### config.mk
export PLATFORM = sky130hd
export DESIGN_NAME = heat_display_top
export DESIGN_NICKNAME = d
export VERILOG_FILES = /design/src/hw/dot_matrix_pkg.sv /design/src/hw/dot_matrix_scanner.sv /design/src/hw/frame_sequencer.sv /design/src/hw/heat_display_top.sv /design/src/hw/scan_tick_gen.sv
export SDC_FILE = /design/constraint.sdc
export NUM_CORES = 1
export LEC_CHECK = 0
export BUFFER_PORTS_ARGS = -buffer_cell sky130_fd_sc_hd__buf_2
export CORE_MARGIN = 2
export CORE_UTILIZATION = 37
export CTS_BUF_LIST = sky130_fd_sc_hd__clkbuf_8
export CTS_CLUSTER_DIAMETER = 60
export CTS_CLUSTER_SIZE = 8
export DETAILED_ROUTE_END_ITERATION = 7
export PLACE_DENSITY = 0.61
export SLEW_MARGIN = 40
export SYNTH_ARGS = -nofsm -noshare
export SYNTH_HDL_FRONTEND = slang
export SYNTH_HIERARCHICAL = 1
export SYNTH_SLANG_ARGS = --single-unit
### constraint.sdc
create_clock -name clk -period 5.2 [get_ports clk]
set_input_delay 0.78 -clock clk [delete_from_list [all_inputs] [get_ports clk]]
set_output_delay 0.78 -clock clk [all_outputs]
set_load 0.005 [all_outputs]
### src/hw/dot_matrix_pkg.sv
package dot_matrix_pkg;

    // glyph index on the 8x8 matrix
    typedef enum logic [3:0] {
        fill_0  = 4'd0,  // empty vessel
        fill_1  = 4'd1,
        fill_2  = 4'd2,
        fill_3  = 4'd3,
        fill_4  = 4'd4,
        fill_5  = 4'd5,  // full vessel
        flame_a = 4'd6,
        flame_b = 4'd7,
        face    = 4'd8,  // red only
        cup     = 4'd9,
        drop    = 4'd10,
        warn    = 4'd11  // over-temperature, red only
    } frame_t;

    // sequencer states
    typedef enum logic [1:0] {
        idle    = 2'd0,
        filling = 2'd1,
        heating = 2'd2,
        done    = 2'd3
    } seq_state_t;

    // 50 MHz system clock down to a 1 kHz row rate
    localparam int SCAN_DIV_DEFAULT = 50000;

    // 1 kHz ticks per animation step, about a quarter second
    localparam int FRAME_TICKS_DEFAULT = 250;

endpackage

### src/hw/dot_matrix_scanner.sv
`timescale 1ns/1ns

module dot_matrix_scanner (
    input  logic                   clk,
    input  logic                   rst,
    input  logic                   st,
    input  logic                   scan_tick,
    input  logic                   temp,
    input  dot_matrix_pkg::frame_t frame,
    output logic [7:0]             row,
    output logic [7:0]             colr,
    output logic [7:0]             colg
);

    logic [2:0] row_idx;
    logic [7:0] green_pix;
    logic [7:0] red_pix;

    // green glyph table
    function automatic logic [7:0] green_row(input dot_matrix_pkg::frame_t f,
                                             input logic [2:0] r);
        logic [7:0] pix;
        pix = 8'h00;
        case (f)
            dot_matrix_pkg::fill_0:
                case (r)
                    3'd2, 3'd5: pix = 8'b0001_1000;
                    3'd3, 3'd4: pix = 8'b0011_1100;
                    default:    pix = 8'h00;
                endcase
            dot_matrix_pkg::fill_1:
                case (r)
                    3'd2, 3'd5: pix = 8'b0011_1000;
                    3'd3, 3'd4: pix = 8'b0111_1100;
                    default:    pix = 8'h00;
                endcase
            dot_matrix_pkg::fill_2:
                case (r)
                    3'd2, 3'd5: pix = 8'b0011_1100;
                    3'd3, 3'd4: pix = 8'b0111_1110;
                    default:    pix = 8'h00;
                endcase
            dot_matrix_pkg::fill_3:
                case (r)
                    3'd1, 3'd6:             pix = 8'b0011_1100;
                    3'd2, 3'd3, 3'd4, 3'd5: pix = 8'b0111_1110;
                    default:                pix = 8'h00;
                endcase
            dot_matrix_pkg::fill_4:
                case (r)
                    3'd0, 3'd7: pix = 8'b0011_1100;
                    3'd1, 3'd6: pix = 8'b0111_1110;
                    default:    pix = 8'b1111_1111;
                endcase
            dot_matrix_pkg::fill_5:
                pix = 8'b1111_1111; // brim full
            dot_matrix_pkg::flame_a:
                case (r)
                    3'd0:    pix = 8'b1100_0011;
                    3'd1:    pix = 8'b1110_0011;
                    3'd2:    pix = 8'b1111_0001;
                    3'd3:    pix = 8'b1110_0011;
                    3'd4:    pix = 8'b1100_0111;
                    3'd5:    pix = 8'b1110_0111;
                    3'd6:    pix = 8'b1111_0111;
                    default: pix = 8'b1111_1011;
                endcase
            dot_matrix_pkg::flame_b:
                case (r)
                    3'd1:    pix = 8'b0000_0001;
                    3'd2:    pix = 8'b1000_0001;
                    3'd3:    pix = 8'b1100_0011;
                    3'd4:    pix = 8'b1000_0011;
                    3'd5:    pix = 8'b1100_0111;
                    3'd6:    pix = 8'b1110_0111;
                    3'd7:    pix = 8'b1111_0011;
                    default: pix = 8'h00;
                endcase
            dot_matrix_pkg::cup:
                case (r)
                    3'd2:    pix = 8'b0110_0000;
                    3'd3:    pix = 8'b1111_1100;
                    3'd4:    pix = 8'b0011_1111;
                    3'd5:    pix = 8'b0011_1110;
                    3'd6:    pix = 8'b0001_1100;
                    default: pix = 8'h00;
                endcase
            dot_matrix_pkg::drop:
                case (r)
                    3'd2:       pix = 8'b0001_1000;
                    3'd3:       pix = 8'b0011_1100;
                    3'd4, 3'd5: pix = 8'b0111_1110;
                    3'd6:       pix = 8'b0010_0100;
                    default:    pix = 8'h00;
                endcase
            default:
                pix = 8'h00; // face and warn have no green
        endcase
        return pix;
    endfunction

    // smiley, red only
    function automatic logic [7:0] face_row(input logic [2:0] r);
        logic [7:0] pix;
        case (r)
            3'd1:    pix = 8'b0011_1000;
            3'd2:    pix = 8'b0100_0100;
            3'd3:    pix = 8'b0101_1010;
            3'd4:    pix = 8'b0100_1010;
            3'd5:    pix = 8'b0011_0010;
            3'd6:    pix = 8'b1100_0100;
            3'd7:    pix = 8'b0011_1000;
            default: pix = 8'h00;
        endcase
        return pix;
    endfunction

    function automatic logic [7:0] warn_row(input logic [2:0] r);
        logic [7:0] pix;
        case (r)
            3'd0:    pix = 8'b1110_0000;
            3'd1:    pix = 8'b0110_0000;
            3'd2:    pix = 8'b1110_0000;
            3'd3:    pix = 8'b0011_0000;
            3'd4:    pix = 8'b0011_0001;
            3'd5:    pix = 8'b0011_0011;
            3'd6:    pix = 8'b0011_1110;
            default: pix = 8'b0001_1100;
        endcase
        return pix;
    endfunction

    assign green_pix = green_row(frame, row_idx);

    // red plane: own glyphs, or a copy of green for amber
    always_comb
    begin
        case (frame)
            dot_matrix_pkg::face:
                red_pix = face_row(row_idx);
            dot_matrix_pkg::warn:
                red_pix = warn_row(row_idx);
            dot_matrix_pkg::flame_a, dot_matrix_pkg::flame_b, dot_matrix_pkg::cup:
                red_pix = green_pix;
            dot_matrix_pkg::drop:
                red_pix = 8'h00;
            default:
                red_pix = temp ? green_pix : 8'h00; // fill frames go amber when hot
        endcase
    end

    always_ff @(posedge clk or posedge rst)
    begin
        if (rst)
            row_idx <= 3'd0;
        else if (!st)
            row_idx <= 3'd0;
        else if (scan_tick)
            row_idx <= row_idx + 3'd1; // wraps after row 7
    end

    always_ff @(posedge clk or posedge rst)
    begin
        if (rst)
        begin
            row  <= 8'hff;
            colr <= 8'h00;
            colg <= 8'h00;
        end
        else if (!st)
        begin
            row  <= 8'hff; // blank
            colr <= 8'h00;
            colg <= 8'h00;
        end
        else
        begin
            row  <= ~(8'h01 << row_idx); // active low select
            colr <= red_pix;
            colg <= green_pix;
        end
    end

endmodule

### src/hw/frame_sequencer.sv
`timescale 1ns/1ns

module frame_sequencer #(
    parameter int FRAME_TICKS = 8
) (
    input  logic                   clk,
    input  logic                   rst,
    input  logic                   st,
    input  logic                   temp,
    input  logic                   ready,
    input  logic                   scan_tick,
    output dot_matrix_pkg::frame_t frame
);

    localparam int CNT_W = $clog2(FRAME_TICKS);

    dot_matrix_pkg::seq_state_t state;
    dot_matrix_pkg::frame_t     flame_alt;
    logic [CNT_W-1:0]           tick_cnt;
    logic                       frame_end;

    assign frame_end = (tick_cnt == CNT_W'(FRAME_TICKS - 1));

    // second flicker phase, red warning when overheated
    assign flame_alt = temp ? dot_matrix_pkg::warn : dot_matrix_pkg::flame_b;

    // scan ticks within the current animation step
    always_ff @(posedge clk or posedge rst)
    begin
        if (rst)
            tick_cnt <= '0;
        else if (!st)
            tick_cnt <= '0;
        else if (scan_tick)
        begin
            if (frame_end)
                tick_cnt <= '0;
            else
                tick_cnt <= tick_cnt + 1'b1;
        end
    end

    always_ff @(posedge clk or posedge rst)
    begin
        if (rst)
        begin
            state <= dot_matrix_pkg::idle;
            frame <= dot_matrix_pkg::fill_0;
        end
        else if (!st)
        begin
            state <= dot_matrix_pkg::idle;
            frame <= dot_matrix_pkg::fill_0;
        end
        else if (scan_tick)
        begin
            case (state)
                dot_matrix_pkg::idle:
                    state <= dot_matrix_pkg::filling; // first tick counts toward fill_0
                dot_matrix_pkg::filling:
                begin
                    if (ready)
                        state <= dot_matrix_pkg::done;
                    else if (frame_end)
                    begin
                        if (frame == dot_matrix_pkg::fill_5)
                        begin
                            state <= dot_matrix_pkg::heating;
                            frame <= dot_matrix_pkg::flame_a;
                        end
                        else
                            frame <= dot_matrix_pkg::frame_t'(frame + 4'd1);
                    end
                end
                dot_matrix_pkg::heating:
                begin
                    if (ready)
                        state <= dot_matrix_pkg::done;
                    else if (frame_end)
                    begin
                        if (frame == dot_matrix_pkg::flame_a)
                            frame <= flame_alt;
                        else
                            frame <= dot_matrix_pkg::flame_a;
                    end
                    else if (frame != dot_matrix_pkg::flame_a)
                        frame <= flame_alt; // follow temp within the b phase
                end
                dot_matrix_pkg::done:
                begin
                    // cup shows from the next step boundary on
                    if (frame_end)
                    begin
                        if (frame == dot_matrix_pkg::cup)
                            frame <= dot_matrix_pkg::face;
                        else
                            frame <= dot_matrix_pkg::cup;
                    end
                end
                default:
                    state <= dot_matrix_pkg::idle;
            endcase
        end
    end

endmodule

### src/hw/heat_display_top.sv
`timescale 1ns/1ns

module heat_display_top #(
    parameter int SCAN_DIV    = dot_matrix_pkg::SCAN_DIV_DEFAULT,
    parameter int FRAME_TICKS = dot_matrix_pkg::FRAME_TICKS_DEFAULT
) (
    input  logic       clk,
    input  logic       rst,
    input  logic       st,
    input  logic       temp,
    input  logic       ready,
    output logic [7:0] row,
    output logic [7:0] colr,
    output logic [7:0] colg
);

    logic                   scan_tick;
    dot_matrix_pkg::frame_t frame;

    // row rate enable
    scan_tick_gen #(
        .SCAN_DIV (SCAN_DIV)
    ) u_tick (
        .clk       (clk),
        .rst       (rst),
        .st        (st),
        .scan_tick (scan_tick)
    );

    frame_sequencer #(
        .FRAME_TICKS (FRAME_TICKS)
    ) u_seq (
        .clk       (clk),
        .rst       (rst),
        .st        (st),
        .temp      (temp),
        .ready     (ready),
        .scan_tick (scan_tick),
        .frame     (frame)
    );

    dot_matrix_scanner u_scan (
        .clk       (clk),
        .rst       (rst),
        .st        (st),
        .scan_tick (scan_tick),
        .temp      (temp),
        .frame     (frame),
        .row       (row),
        .colr      (colr),
        .colg      (colg)
    );

endmodule

### src/hw/scan_tick_gen.sv
`timescale 1ns/1ns

module scan_tick_gen #(
    parameter int SCAN_DIV = 4
) (
    input  logic clk,
    input  logic rst,
    input  logic st,
    output logic scan_tick
);

    localparam int CNT_W = $clog2(SCAN_DIV);

    logic [CNT_W-1:0] cnt;

    // down-counter, reloads from 0 so the first pulse lands SCAN_DIV clocks after st
    always_ff @(posedge clk or posedge rst)
    begin
        if (rst)
        begin
            cnt       <= '0;
            scan_tick <= 1'b0;
        end
        else if (!st)
        begin
            cnt       <= '0;
            scan_tick <= 1'b0;
        end
        else
        begin
            if (cnt == '0)
                cnt <= CNT_W'(SCAN_DIV - 1);
            else
                cnt <= cnt - 1'b1;
            scan_tick <= (cnt == CNT_W'(1)); // one clock wide
        end
    end

endmodule

-- After elaboration in Yosys (flattened, before gate mapping)
Cells that the tools add are included.
- input port bits: 5
- register bits: 58
- output and inout bits: 24
- add/subtract/negate cells: 4
- bitwise gates (word level): 1
- shift-type cells: 1
- mux-type cells: 45
- equal/unequal tests: 35
- reductions and logical operators: 16
- operator list (cell ; number):
    one-hot mux 8 bit (6 select lines) ; 2
    one-hot mux 8 bit (10 select lines) ; 1
    2-to-1 mux 8 bit ; 7
    one-hot mux 8 bit (7 select lines) ; 1
    2-to-1 mux 4 bit ; 11
    one-hot mux 7 bit (2 select lines) ; 3
    one-hot mux 8 bit (5 select lines) ; 1
    one-hot mux 6 bit (6 select lines) ; 1
    2-to-1 mux 16 bit ; 2
    one-hot mux 8 bit (4 select lines) ; 1
    one-hot mux 7 bit (4 select lines) ; 1
    equality test 16 x 1 -> 1 bit, second input constant ; 1
    equality test 4 x 3 -> 1 bit, second input constant ; 4
    equality test 4 bit, second input constant ; 4
    logical NOT 16 bit ; 1
    one-hot mux 8 bit (2 select lines) ; 1
    OR reduction 2 bit ; 8
    subtractor 16 x 1 -> 16 bit, second input constant ; 1
    equality test 3 bit, second input constant ; 4
    2-to-1 mux 2 bit ; 6
    != test 4 x 3 -> 1 bit, second input constant ; 3
    one-hot mux 4 bit (3 select lines) ; 1
    one-hot mux 6 bit (2 select lines) ; 1
    != test 3 bit, second input constant ; 3
    26 further kinds ; 33

-- Longest topological paths before layout
Gate-level depths: netlist of the first run.
- depth in word-level cells: 7
- gate-level depth with buffers: 10
- depth with buffers taken out: 7

-- Cells and area by module
The synthesis of the first run kept the hierarchy.
- by module, submodules not included (module ; times used ; area each (um^2) ; cells an instance ; seq. area each (um^2)):
    dot_matrix_scanner ; 1 ; 1776.7 ; 207 ; 685.7
    frame_sequencer ; 1 ; 1058.5 ; 117 ; 350.3
    scan_tick_gen ; 1 ; 915.9 ; 84 ; 425.4

-- Worst setup path after synthesis of the first run
OpenSTA, ideal clock, no wires.
- path kind: reg-to-reg
- start point: register u_scan.row_idx[2]
- end point: register u_scan.colr[4]
- path slack: 2.621 ns
- library setup time: 0.147 ns
- arrival: 2.432 ns
- cell stages (with the launch flop): 10
- cells stage by stage: dfrtp_1 > buf_2 > clkbuf_1 > inv_1 > ha_1 > or3_1 > or3b_1 > a31o_2 > nor4_4 > o22ai_1
- word-level cells in the longest chain between the ends: 7
- elaborated cells on any way between the ends: 30
- RTL lines (what ; RTL line ; RTL):
    start: declaration ; dot_matrix_scanner.sv:15 ; logic [2:0] row_idx;
    start signal: assignment ; dot_matrix_scanner.sv:159 ; row_idx <= row_idx + 3'd1;
    equality test 3 x 1 -> 1 bit (tied with other cells) ; n/a ;
    OR reduction 2 bit (no line) (tied with other cells) ; n/a ;
    one-hot mux 6 bit (6 select lines) (tied with other cells) ; dot_matrix_scanner.sv:58 ; case (r)
    one-hot mux 8 bit (10 select lines) ; dot_matrix_scanner.sv:24 ; case (f)
    2-to-1 mux 8 bit ; dot_matrix_scanner.sv:148 ; red_pix = temp ? green_pix : 8'h00;
    one-hot mux 8 bit (4 select lines) (*) ; dot_matrix_scanner.sv:138 ; case (frame)
    2-to-1 mux 8 bit (*) ; dot_matrix_scanner.sv:170 ; else if (!st)
    end signal: assignment ; dot_matrix_scanner.sv:179 ; colr <= red_pix;
    end: declaration ; dot_matrix_scanner.sv:11 ; output logic [7:0] colr,
Every way passes the cells marked *; elsewhere a longest branch is shown, timed or not.
A chain may end at the register's enable or synchronous reset.

-- Worst setup path after layout of the first run
- start point: register u_scan.row_idx[2]
- end point: register u_scan.colr[2]
The elaborated chain is that of the path after synthesis.

==> flow_summary.ini, run 1 <==
[routing]
dr.pass1.iters = 4
drt_iter0_drc = 126
route.detailed.drc = 0
wl_per_cell_um = 15.2
wl_um = 8620
vias = 3163
postRouteAntennaNets = 0
viasPerCell = 5.60

[place]
place_area_sq_mm = 0.00396
gp_congestion = 0.903
post-dp-hpwl_um = 5890
dpl.cell_count = 549
portBuffers = 28

[layout]
nFillCells = 998
drive_above_1_share = 0.183
final_area_sq_mm = 0.00420
layout.cells.non_filler = 565
syn_to_final_growth_pct = 12.1
seqCellArea_sq_mm = 0.00146
nets = 452
fin_util = 0.428
antenna_cells = 0
multi_input_area_sq_mm = 0.00214

[setup_path]
worst_r2r_endpoint = u_scan/colr[2]
r2r-start = u_scan/row_idx[2]
r2r_cells = 7
crit_type = reg2reg
startpoint_type = register
arrival_ps = 3020
cp-end-kind = register
r2r_slack_ps = 2370
cp.required_ps = 5390
worst-path-max-fanout = 31

[clocking]
cts_made_buffers = 9
cts_max_path_buffers = 2
cts_root_buf = clkbuf_8
htree_levels = 3
clk_pin_slew_ps = 70
holdBufCountCts = 0
cts_tree = done
cts.sinks = 58
post_cts_buffers = 0
post_cts_resized = 0
insertion_delay_ps = 340

[power]
swShare = 0.349
p_comb_frac = 0.295
total_power_mw = 1.55
vdd_drop_max_mv = 0.123
switching_power_uw = 541
power.internal_mw = 1.01
clockPowerShare = 0.307
p_leak_nw = 1.79
seq_power_share = 0.399
power_density_mw_per_mm2 = 369

[timing]
setup_viol = 0
fmax_mhz = 354
setup_tns_ps = 0
post-route-min-period_ps = 2830
drv_slew = 0
rsz0062_at_grt = no
slew_headroom = 0.417
worst_slew_pin_slew_ps = 865
finalHoldViolations = 0
post-route-period-util = 0.544
fin_skew_ps = 14.2

[grt]
grt_max_degree = 38
grt_pass1_wl_um = 14300
antenna_found_initial = 0
grt.overflow.total = 0
grt_pass1_vias = 2964
track_usage = 0.161

[yosys]
syn_area_per_cell_sq_um = 9.19
muxShareOfSynthArea = 0.0213
syn_area_sq_mm = 0.00375
synth_warnings = 6
async_reset_ff_frac = 1.00
synth_seq_cells = 58
synth_edf_count = 0
synth_top_family_by_area = simple AND/OR/NAND/NOR gates
syn-num-nets = 433
synth_compound_area_frac = 0.166
synth-main-ff-cell = dfrtp_1
synthAdderAreaFrac = 0.0667
synthSimpleGateAreaFrac = 0.271
synth-xor-area-share = 0.0420
syn_inst = 408
ys_types = 76
ys_seq_area_frac = 0.390

[die]
die_h_um = 105
initial_core_util = 0.382
io_pins = 29
die_area_sq_mm = 0.0110
die_x_um = 105
rows = 36
core_sq_mm = 0.00982

[run]
max-cap-violations = 0

[outcome]
status = finished, final reports clean

[min_path]
worstHoldPathType = in2async
## sequential cells by signal (all words and copies together), names as in the netlist
name	flops
u_scan/colg	8
u_scan/colr	8
u_scan/row	8
u_scan/row_idx	3
u_seq/frame	4
u_seq/state	2
u_seq/tick_cnt	8
u_tick/cnt	16
u_tick/scan_tick	1
## cell usage in the layout (no fill, tap or decap), drive strengths merged, types with 3 or more instances in the layout
cell / n
dfrtp: 50
nor2: 43
nand2: 43
buf: 28
ha: 20
a21oi: 20
o21ai: 20
inv: 19
nand3: 13
clkbuf: 11
xor2: 11
nor3: 11
nor4: 10
nor2b: 9
nand2b: 9
dfstp: 8
or3: 7
xnor2: 7
nand4: 6
a31oi: 6
o22ai: 5
mux2i: 5
o221ai: 4
nor3b: 4
and4b: 3
o211ai: 3
a211oi: 3
o311ai: 3
nand3b: 3
## Yosys cell counts (all sizes together), types with 3 or more instances
library cell	number	area share
a211oi	3	0.0060
a21oi	20	0.028
a31oi	6	0.010
and4b	3	0.0080
buf	6	0.011
clkbuf	14	0.014
dfrtp	50	0.33
dfstp	8	0.056
ha	20	0.067
inv	18	0.018
mux2i	5	0.013
nand2	43	0.045
nand2b	9	0.015
nand3	13	0.020
nand3b	3	0.0060
nand4	6	0.010
nor2	43	0.043
nor2b	9	0.015
nor3	11	0.019
nor3b	4	0.0093
nor4	10	0.026
o211ai	3	0.0060
o21ai	20	0.029
o221ai	4	0.0093
o22ai	5	0.0083
o311ai	3	0.0070
or3	7	0.012
xnor2	7	0.016
xor2	11	0.026
## critical path, cell delays in order (launching register included)
cell	delay, ps
dfrtp_2	680
inv_1	120
ha_1	370
or3_1	390
or3b_1	370
a31o_2	300
a2111oi_4	320
o22ai_1	120
## cells by family after synthesis
group / count (synthesis)
AND/OR/NAND/NOR: 179
AO/OA/AOI/OAI: 88
flip-flops: 58
buffers and inverters: 38
adder cells (fa/ha/maj): 20
XOR/XNOR: 18
multiplexers: 7
## power groups by stage
stage / Sequential [mW] / Clock, mW / Combinational (mW)
floorplan: 0.585 / 0 / 0.390
global placement: 0.620 / 0 / 0.445
detailed placement: 0.623 / 0 / 0.455
CTS: 0.616 / 0.489 / 0.458
global route: 0.630 / 0.506 / 0.513
finish: 0.618 / 0.476 / 0.458
## how the worst max path moves through the flow
| stage | end | slack [ps] | cells past startpoint | startpoint |
|---|---|---|---|---|
| 2_1_floorplan | u_scan/colr[4] | 2620 | 9 | u_scan/row_idx[2] |
| 3_3_place_gp | u_scan/colr[4] | 2260 | 7 | u_scan/row_idx[2] |
| 3_5_place_dp | u_scan/colr[4] | 2180 | 7 | u_scan/row_idx[2] |
| 4_1_cts | u_scan/colr[4] | 2160 | 7 | u_scan/row_idx[2] |
| 5_1_grt | u_scan/colr[5] | 2230 | 7 | u_scan/row_idx[2] |
| 6_report | u_scan/colr[2] | 2370 | 7 | u_scan/row_idx[2] |
## per-stage QoR
stage | hold slack [ps] | setup slack, ps
finish | 512 | 2370
detailed placement | 570 | 2180
global placement | 546 | 2260
global route | 551 | 2230
floorplan | 510 | 2620
CTS | 511 | 2160
## metal layers
layer | global-route usage | part of all wire
met1 | 0.199 | 0.44
met2 | 0.271 | 0.50
met3 | 0.0281 | 0.050
met4 | 0.0810 | 0.020
met5 | 0 | 0
## layout make-up
type	count	area share
multi-input cells	312	0.508
flip-flops and latches	58	0.348
well taps	133	0.0396
clock buffers	11	0.0360
repair buffers	28	0.0333
clock inverters	5	0.0185
inverters	18	0.0161
No activity file was read; power rests on OpenSTA's default activity.
==> run 2: changes to the inputs <==
clock period = 3 ns   (was 5.2 ns; I/O delays follow)
==> run 2 against run 1 <==
Critical path depth did not move. Clock-buffer cell count stayed put. Sequential share of layout area rose by 0.065 points. Wire length decreased by 1.7%. Total power rose by 61%. Combinational power grew 82%. Worst hold slack lost 340 ps. Fmax grew 8.7%. Final cell count grew 0.88%. First-iteration DRC count increased by 48%. Utilization fell by 0.15 points. Highest routed layer unchanged.
==> flow_summary.ini, run 2 (synthesis results as in run 1) <==
[layout]
layout.cells.non_filler = 570
largest_register_ffs = 16
nFillCells = 1019
final_area_sq_mm = 0.00419
layout_common_cells = dfrtp_1 (50), nor2_1 (43), nand2_1 (42), buf_2 (28), ha_1 (20)
syn_to_final_growth_pct = 11.7
seqCellArea_sq_mm = 0.00146
drive_above_1_share = 0.185
antenna_cells = 0
mostFrequentLayoutCell = dfrtp_1
largest_register = u_tick/cnt
multi_input_area_sq_mm = 0.00214
nets = 458

[routing]
dr.pass1.iters = 5
wl_um = 8470
topRoutingLayerUsed = met4
vias = 3161
wl_met2_um = 4020
wl_met1_um = 3770
postRouteAntennaNets = 0
viasPerCell = 5.55
wl_per_cell_um = 14.9
drt_iter0_drc = 187
dr_wl_met3_um = 393
route.detailed.drc = 0

[setup_path]
cp.required_ps = 3180
r2r_slack_ps = 400
worst_r2r_endpoint = u_scan/colr[4]
arrival_ps = 2780
crit_type = reg2reg
startpoint = u_scan/row_idx[1]
startpoint_type = register
r2r_cells = 7
worst-path-max-fanout = 17
cp-endpoint = u_scan/colr[4]
cp-end-kind = register
r2r-start = u_scan/row_idx[1]

[grt]
grt.overflow.total = 0
antenna_found_initial = 0
grt_pass1_vias = 3055
track_usage = 0.165
grt_pass1_wl_um = 14600
grt_max_degree = 31

[power]
p_leak_nw = 1.80
vdd_drop_max_mv = 0.231
power_density_mw_per_mm2 = 598

[clocking]
cts_root_buf = clkbuf_8
insertion_delay_ps = 340
post_cts_buffers = 0
cts_tree = done
cts.sinks = 58
cts_max_path_buffers = 2
htree_levels = 3
post_cts_resized = 0
clk_pin_slew_ps = 60
cts_made_buffers = 9
holdBufCountCts = 0

[place]
portBuffers = 28
place_area_sq_mm = 0.00401
dp_slack_ps = 429
dpl.cell_count = 555
gp_congestion = 0.895
post-dp-hpwl_um = 6020

[die]
die_area_sq_mm = 0.0110
die_x_um = 105
io_pins = 29
initial_core_util = 0.382
die_h_um = 105
rows = 36
core_sq_mm = 0.00982

[timing]
fin_skew_ps = 6.07
setup_tns_ps = 0
post-route-period-util = 0.868
finalWorstSetupSlack_ps = 397
rsz0062_at_grt = no
setup_viol = 0
finalHoldViolations = 0
fmax_mhz = 384
hold_ws_ps = 174
worst_slew_pin_slew_ps = 807
drv_slew = 0
slew_headroom = 0.456
post-route-min-period_ps = 2600

[outcome]
status = finished, final reports clean

[min_path]
worstHoldPathType = in2async

[run]
max-cap-violations = 0
==> run 2: changes by cell type in the layout (fill, tap and decap cells not counted) <==
cell        delta
clkinvlp_4     +1
bufinv_16      -2
dfrtp_2        -2
inv_1          +1
buf_4          +6
clkinv_4       -1
dfrtp_1        +2
==> run 2: final cells by class <==
cell class / instances / area share
Tap cell: 133 / 0.0397
Inverter: 18 / 0.0161
Clock buffer: 11 / 0.0361
Clock inverter: 4 / 0.00478
Timing Repair Buffer: 34 / 0.0442
Multi-Input combinational cell: 312 / 0.510
Sequential cell: 58 / 0.349
==> run 2: how the worst min path moves through the flow <==
stage               depth (start not counted)                end  slack (ps)
floorplan                                   1     u_seq/frame[0]         340
global placement                            2  u_seq/tick_cnt[3]         550
detailed placement                          2  u_scan/row_idx[1]         550
CTS                                         2  u_scan/row_idx[1]         180
global route                                2  u_scan/row_idx[1]         210
finish                                      2  u_scan/row_idx[1]         170
==> run 2: routing by layer <==
| metal | GRT usage | vias to the layer above |
|---|---|---|
| met4 | 0.0829 | 0 |
| met2 | 0.259 | 86 |
| li1 | - | 1516 |
| met5 | 0 | - |
| met1 | 0.211 | 1539 |
| met3 | 0.0405 | 20 |
==> run 2: report_power, final <==
part | switching (mW) | internal, mW
registers | 0.154 | 0.892
clock network | 0.295 | 0.332
logic | 0.475 | 0.356
==> run 2: worst max-delay path: stages (launching register included) <==
cell and delay [ps]:
dfrtp_1 430, inv_1 110, ha_1 380, or3_1 430
or3b_1 360, a31o_2 300, nor4_4 310, o22ai_1 120
==> run 2: stage by stage <==
step / util / total power [mW]
6_report: 0.427 / 2.51
5_1_grt: 0.427 / 2.69
4_1_cts: 0.426 / 2.52
3_5_place_dp: 0.408 / 1.88
3_3_place_gp: 0.408 / 1.85
2_1_floorplan: - / 1.69
==> run 3: changes to the inputs <==
CORE_MARGIN = default   (was 2)
==> run 3 against run 2 <==
Worst setup slack improved by 68 ps. Non-clock buffer count increased by 1. Total power increased by 2.6%. Sequential power about the same. Register-to-register slack improved by 70 ps. Global-route usage increased by 0.50 points. Clock-buffer cell count decreased by 2. Clock power increased by 12%. Wire length increased by 0.57%. Flip-flop and latch count unchanged. Highest routed layer unchanged.
==> flow_summary.ini, run 3 (synthesis results as in run 1) <==
[layout]
syn_to_final_growth_pct = 12.4
largest_register_ffs = 16
multi_input_area_sq_mm = 0.00214
antenna_cells = 0
layout_common_cells = dfrtp_1 (50), nor2_1 (43), nand2_1 (42), buf_2 (28), ha_1 (20)
mostFrequentLayoutCell = dfrtp_1
largest_register = u_tick/cnt
nets = 459
drive_above_1_share = 0.194
seqCellArea_sq_mm = 0.00146
nFillCells = 1015

[setup_path]
cpLargestDelayFamily = simple AND/OR/NAND/NOR gates
crit_chain = inv_1, ha_1, or4b_1, a32oi_1, o211ai_1, nor4_1, o22ai_1
cp.required_ps = 3190
critPathMaxStageDelay_ps = 480
crit_type = reg2reg
arrival_ps = 2720
cpMaxStageDelayCell = or4b_1
r2r_cells = 7
worst-path-stages = 7
cp-end-kind = register
path_buf_inv = 1
startpoint_type = register
worst-path-max-fanout = 12

[routing]
drt_iter0_drc = 147
wl_um = 8520
viasPerCell = 5.48
route.detailed.drc = 0
wl_per_cell_um = 14.9
dr.pass1.iters = 4
postRouteAntennaNets = 0
vias = 3134

[timing]
worst_slew_pin_slew_ps = 801
setup_viol = 0
slew_headroom = 0.460
setup_tns_ps = 0
finalHoldViolations = 0
drv_slew = 0
post-route-min-period_ps = 2530
post-route-period-util = 0.845
fmax_mhz = 394
fin_skew_ps = 8.18
rsz0062_at_grt = no

[clocking]
insertion_delay_ps = 340
htree_levels = 3
cts_max_path_buffers = 2
post_cts_resized = 0
cts_root_buf = clkbuf_8
cts_tree = done
post_cts_buffers = 0
holdBufCountCts = 0
cts_made_buffers = 9
clk_pin_slew_ps = 70
cts.sinks = 58

[grt]
track_usage = 0.170
grt_pass1_vias = 2803
grt_pass1_wl_um = 13700
grt_max_degree = 31
grt.overflow.total = 0
antenna_found_initial = 0

[die]
io_pins = 29
rows = 36
die_h_um = 103
initial_core_util = 0.382
core_sq_mm = 0.00982
die_x_um = 103
die_area_sq_mm = 0.0105

[power]
power_density_mw_per_mm2 = 609
p_comb_frac = 0.320
p_leak_nw = 1.80
switching_power_uw = 940
vdd_drop_max_mv = 0.208
total_power_mw = 2.57
clockPowerShare = 0.273
power.internal_mw = 1.63
seq_power_share = 0.407
swShare = 0.366

[outcome]
status = finished, final reports clean

[min_path]
worstHoldPathType = in2async

[place]
gp_congestion = 0.943
post-dp-hpwl_um = 6050
portBuffers = 28

[run]
max-cap-violations = 0
==> run 3: through the flow <==
| step | hold WS (ps) | util | setup slack [ps] | area [sq um] | std cells |
|---|---|---|---|---|---|
| 3_3_place_gp | 545 | 0.409 | 605 | 4020 | 556 |
| 5_1_grt | 218 | 0.430 | 285 | 4220 | 572 |
| 2_1_floorplan | 339 | - | 421 | 3750 | 408 |
| 3_5_place_dp | 547 | 0.409 | 487 | 4020 | 556 |
| 6_report | 171 | 0.430 | 465 | 4220 | 572 |
| 4_1_cts | 180 | 0.429 | 474 | 4210 | 572 |
==> run 3: power groups by stage <==
stage,Clock (mW),Combinational [mW],Sequential (mW)
5_1_grt,0.762,0.925,1.06
2_1_floorplan,0,0.675,1.01
3_5_place_dp,0,0.819,1.06
4_1_cts,0.728,0.823,1.04
3_3_place_gp,0,0.805,1.05
6_report,0.702,0.821,1.05
==> run 3: final timing paths <==
| kind | slack [ps] | end | start |
|---|---|---|---|
| max | 470 | u_scan/colr[1] | u_scan/row_idx[0] |
| min | 170 | u_scan/row_idx[0] | rst |
| max reg2reg | 470 | u_scan/colr[1] | u_scan/row_idx[0] |
| min reg2reg | 550 | u_seq/tick_cnt[7] | u_seq/tick_cnt[7] |
| max in group asynchronous | 2320 | u_tick/cnt[1] | rst |
| min in group clk | 530 | u_scan/colr[7] | temp |
==> run 3: final cells by class <==
cell class | count | share of cell area
inverter | 18 | 0.0160
timing repair buffer | 35 | 0.0457
clock buffer | 9 | 0.0294
tap | 133 | 0.0395
multi-input combinational | 312 | 0.507
sequential | 58 | 0.346
clock inverter | 7 | 0.0163
==> run 3: routing by layer <==
layer / GRT usage / up-vias / wire, um
met5: 0 / - / 0
met4: 0.0934 / 0 / 274
met3: 0.0400 / 20 / 368
met2: 0.251 / 91 / 3990
met1: 0.228 / 1498 / 3880
li1: - / 1525 / -
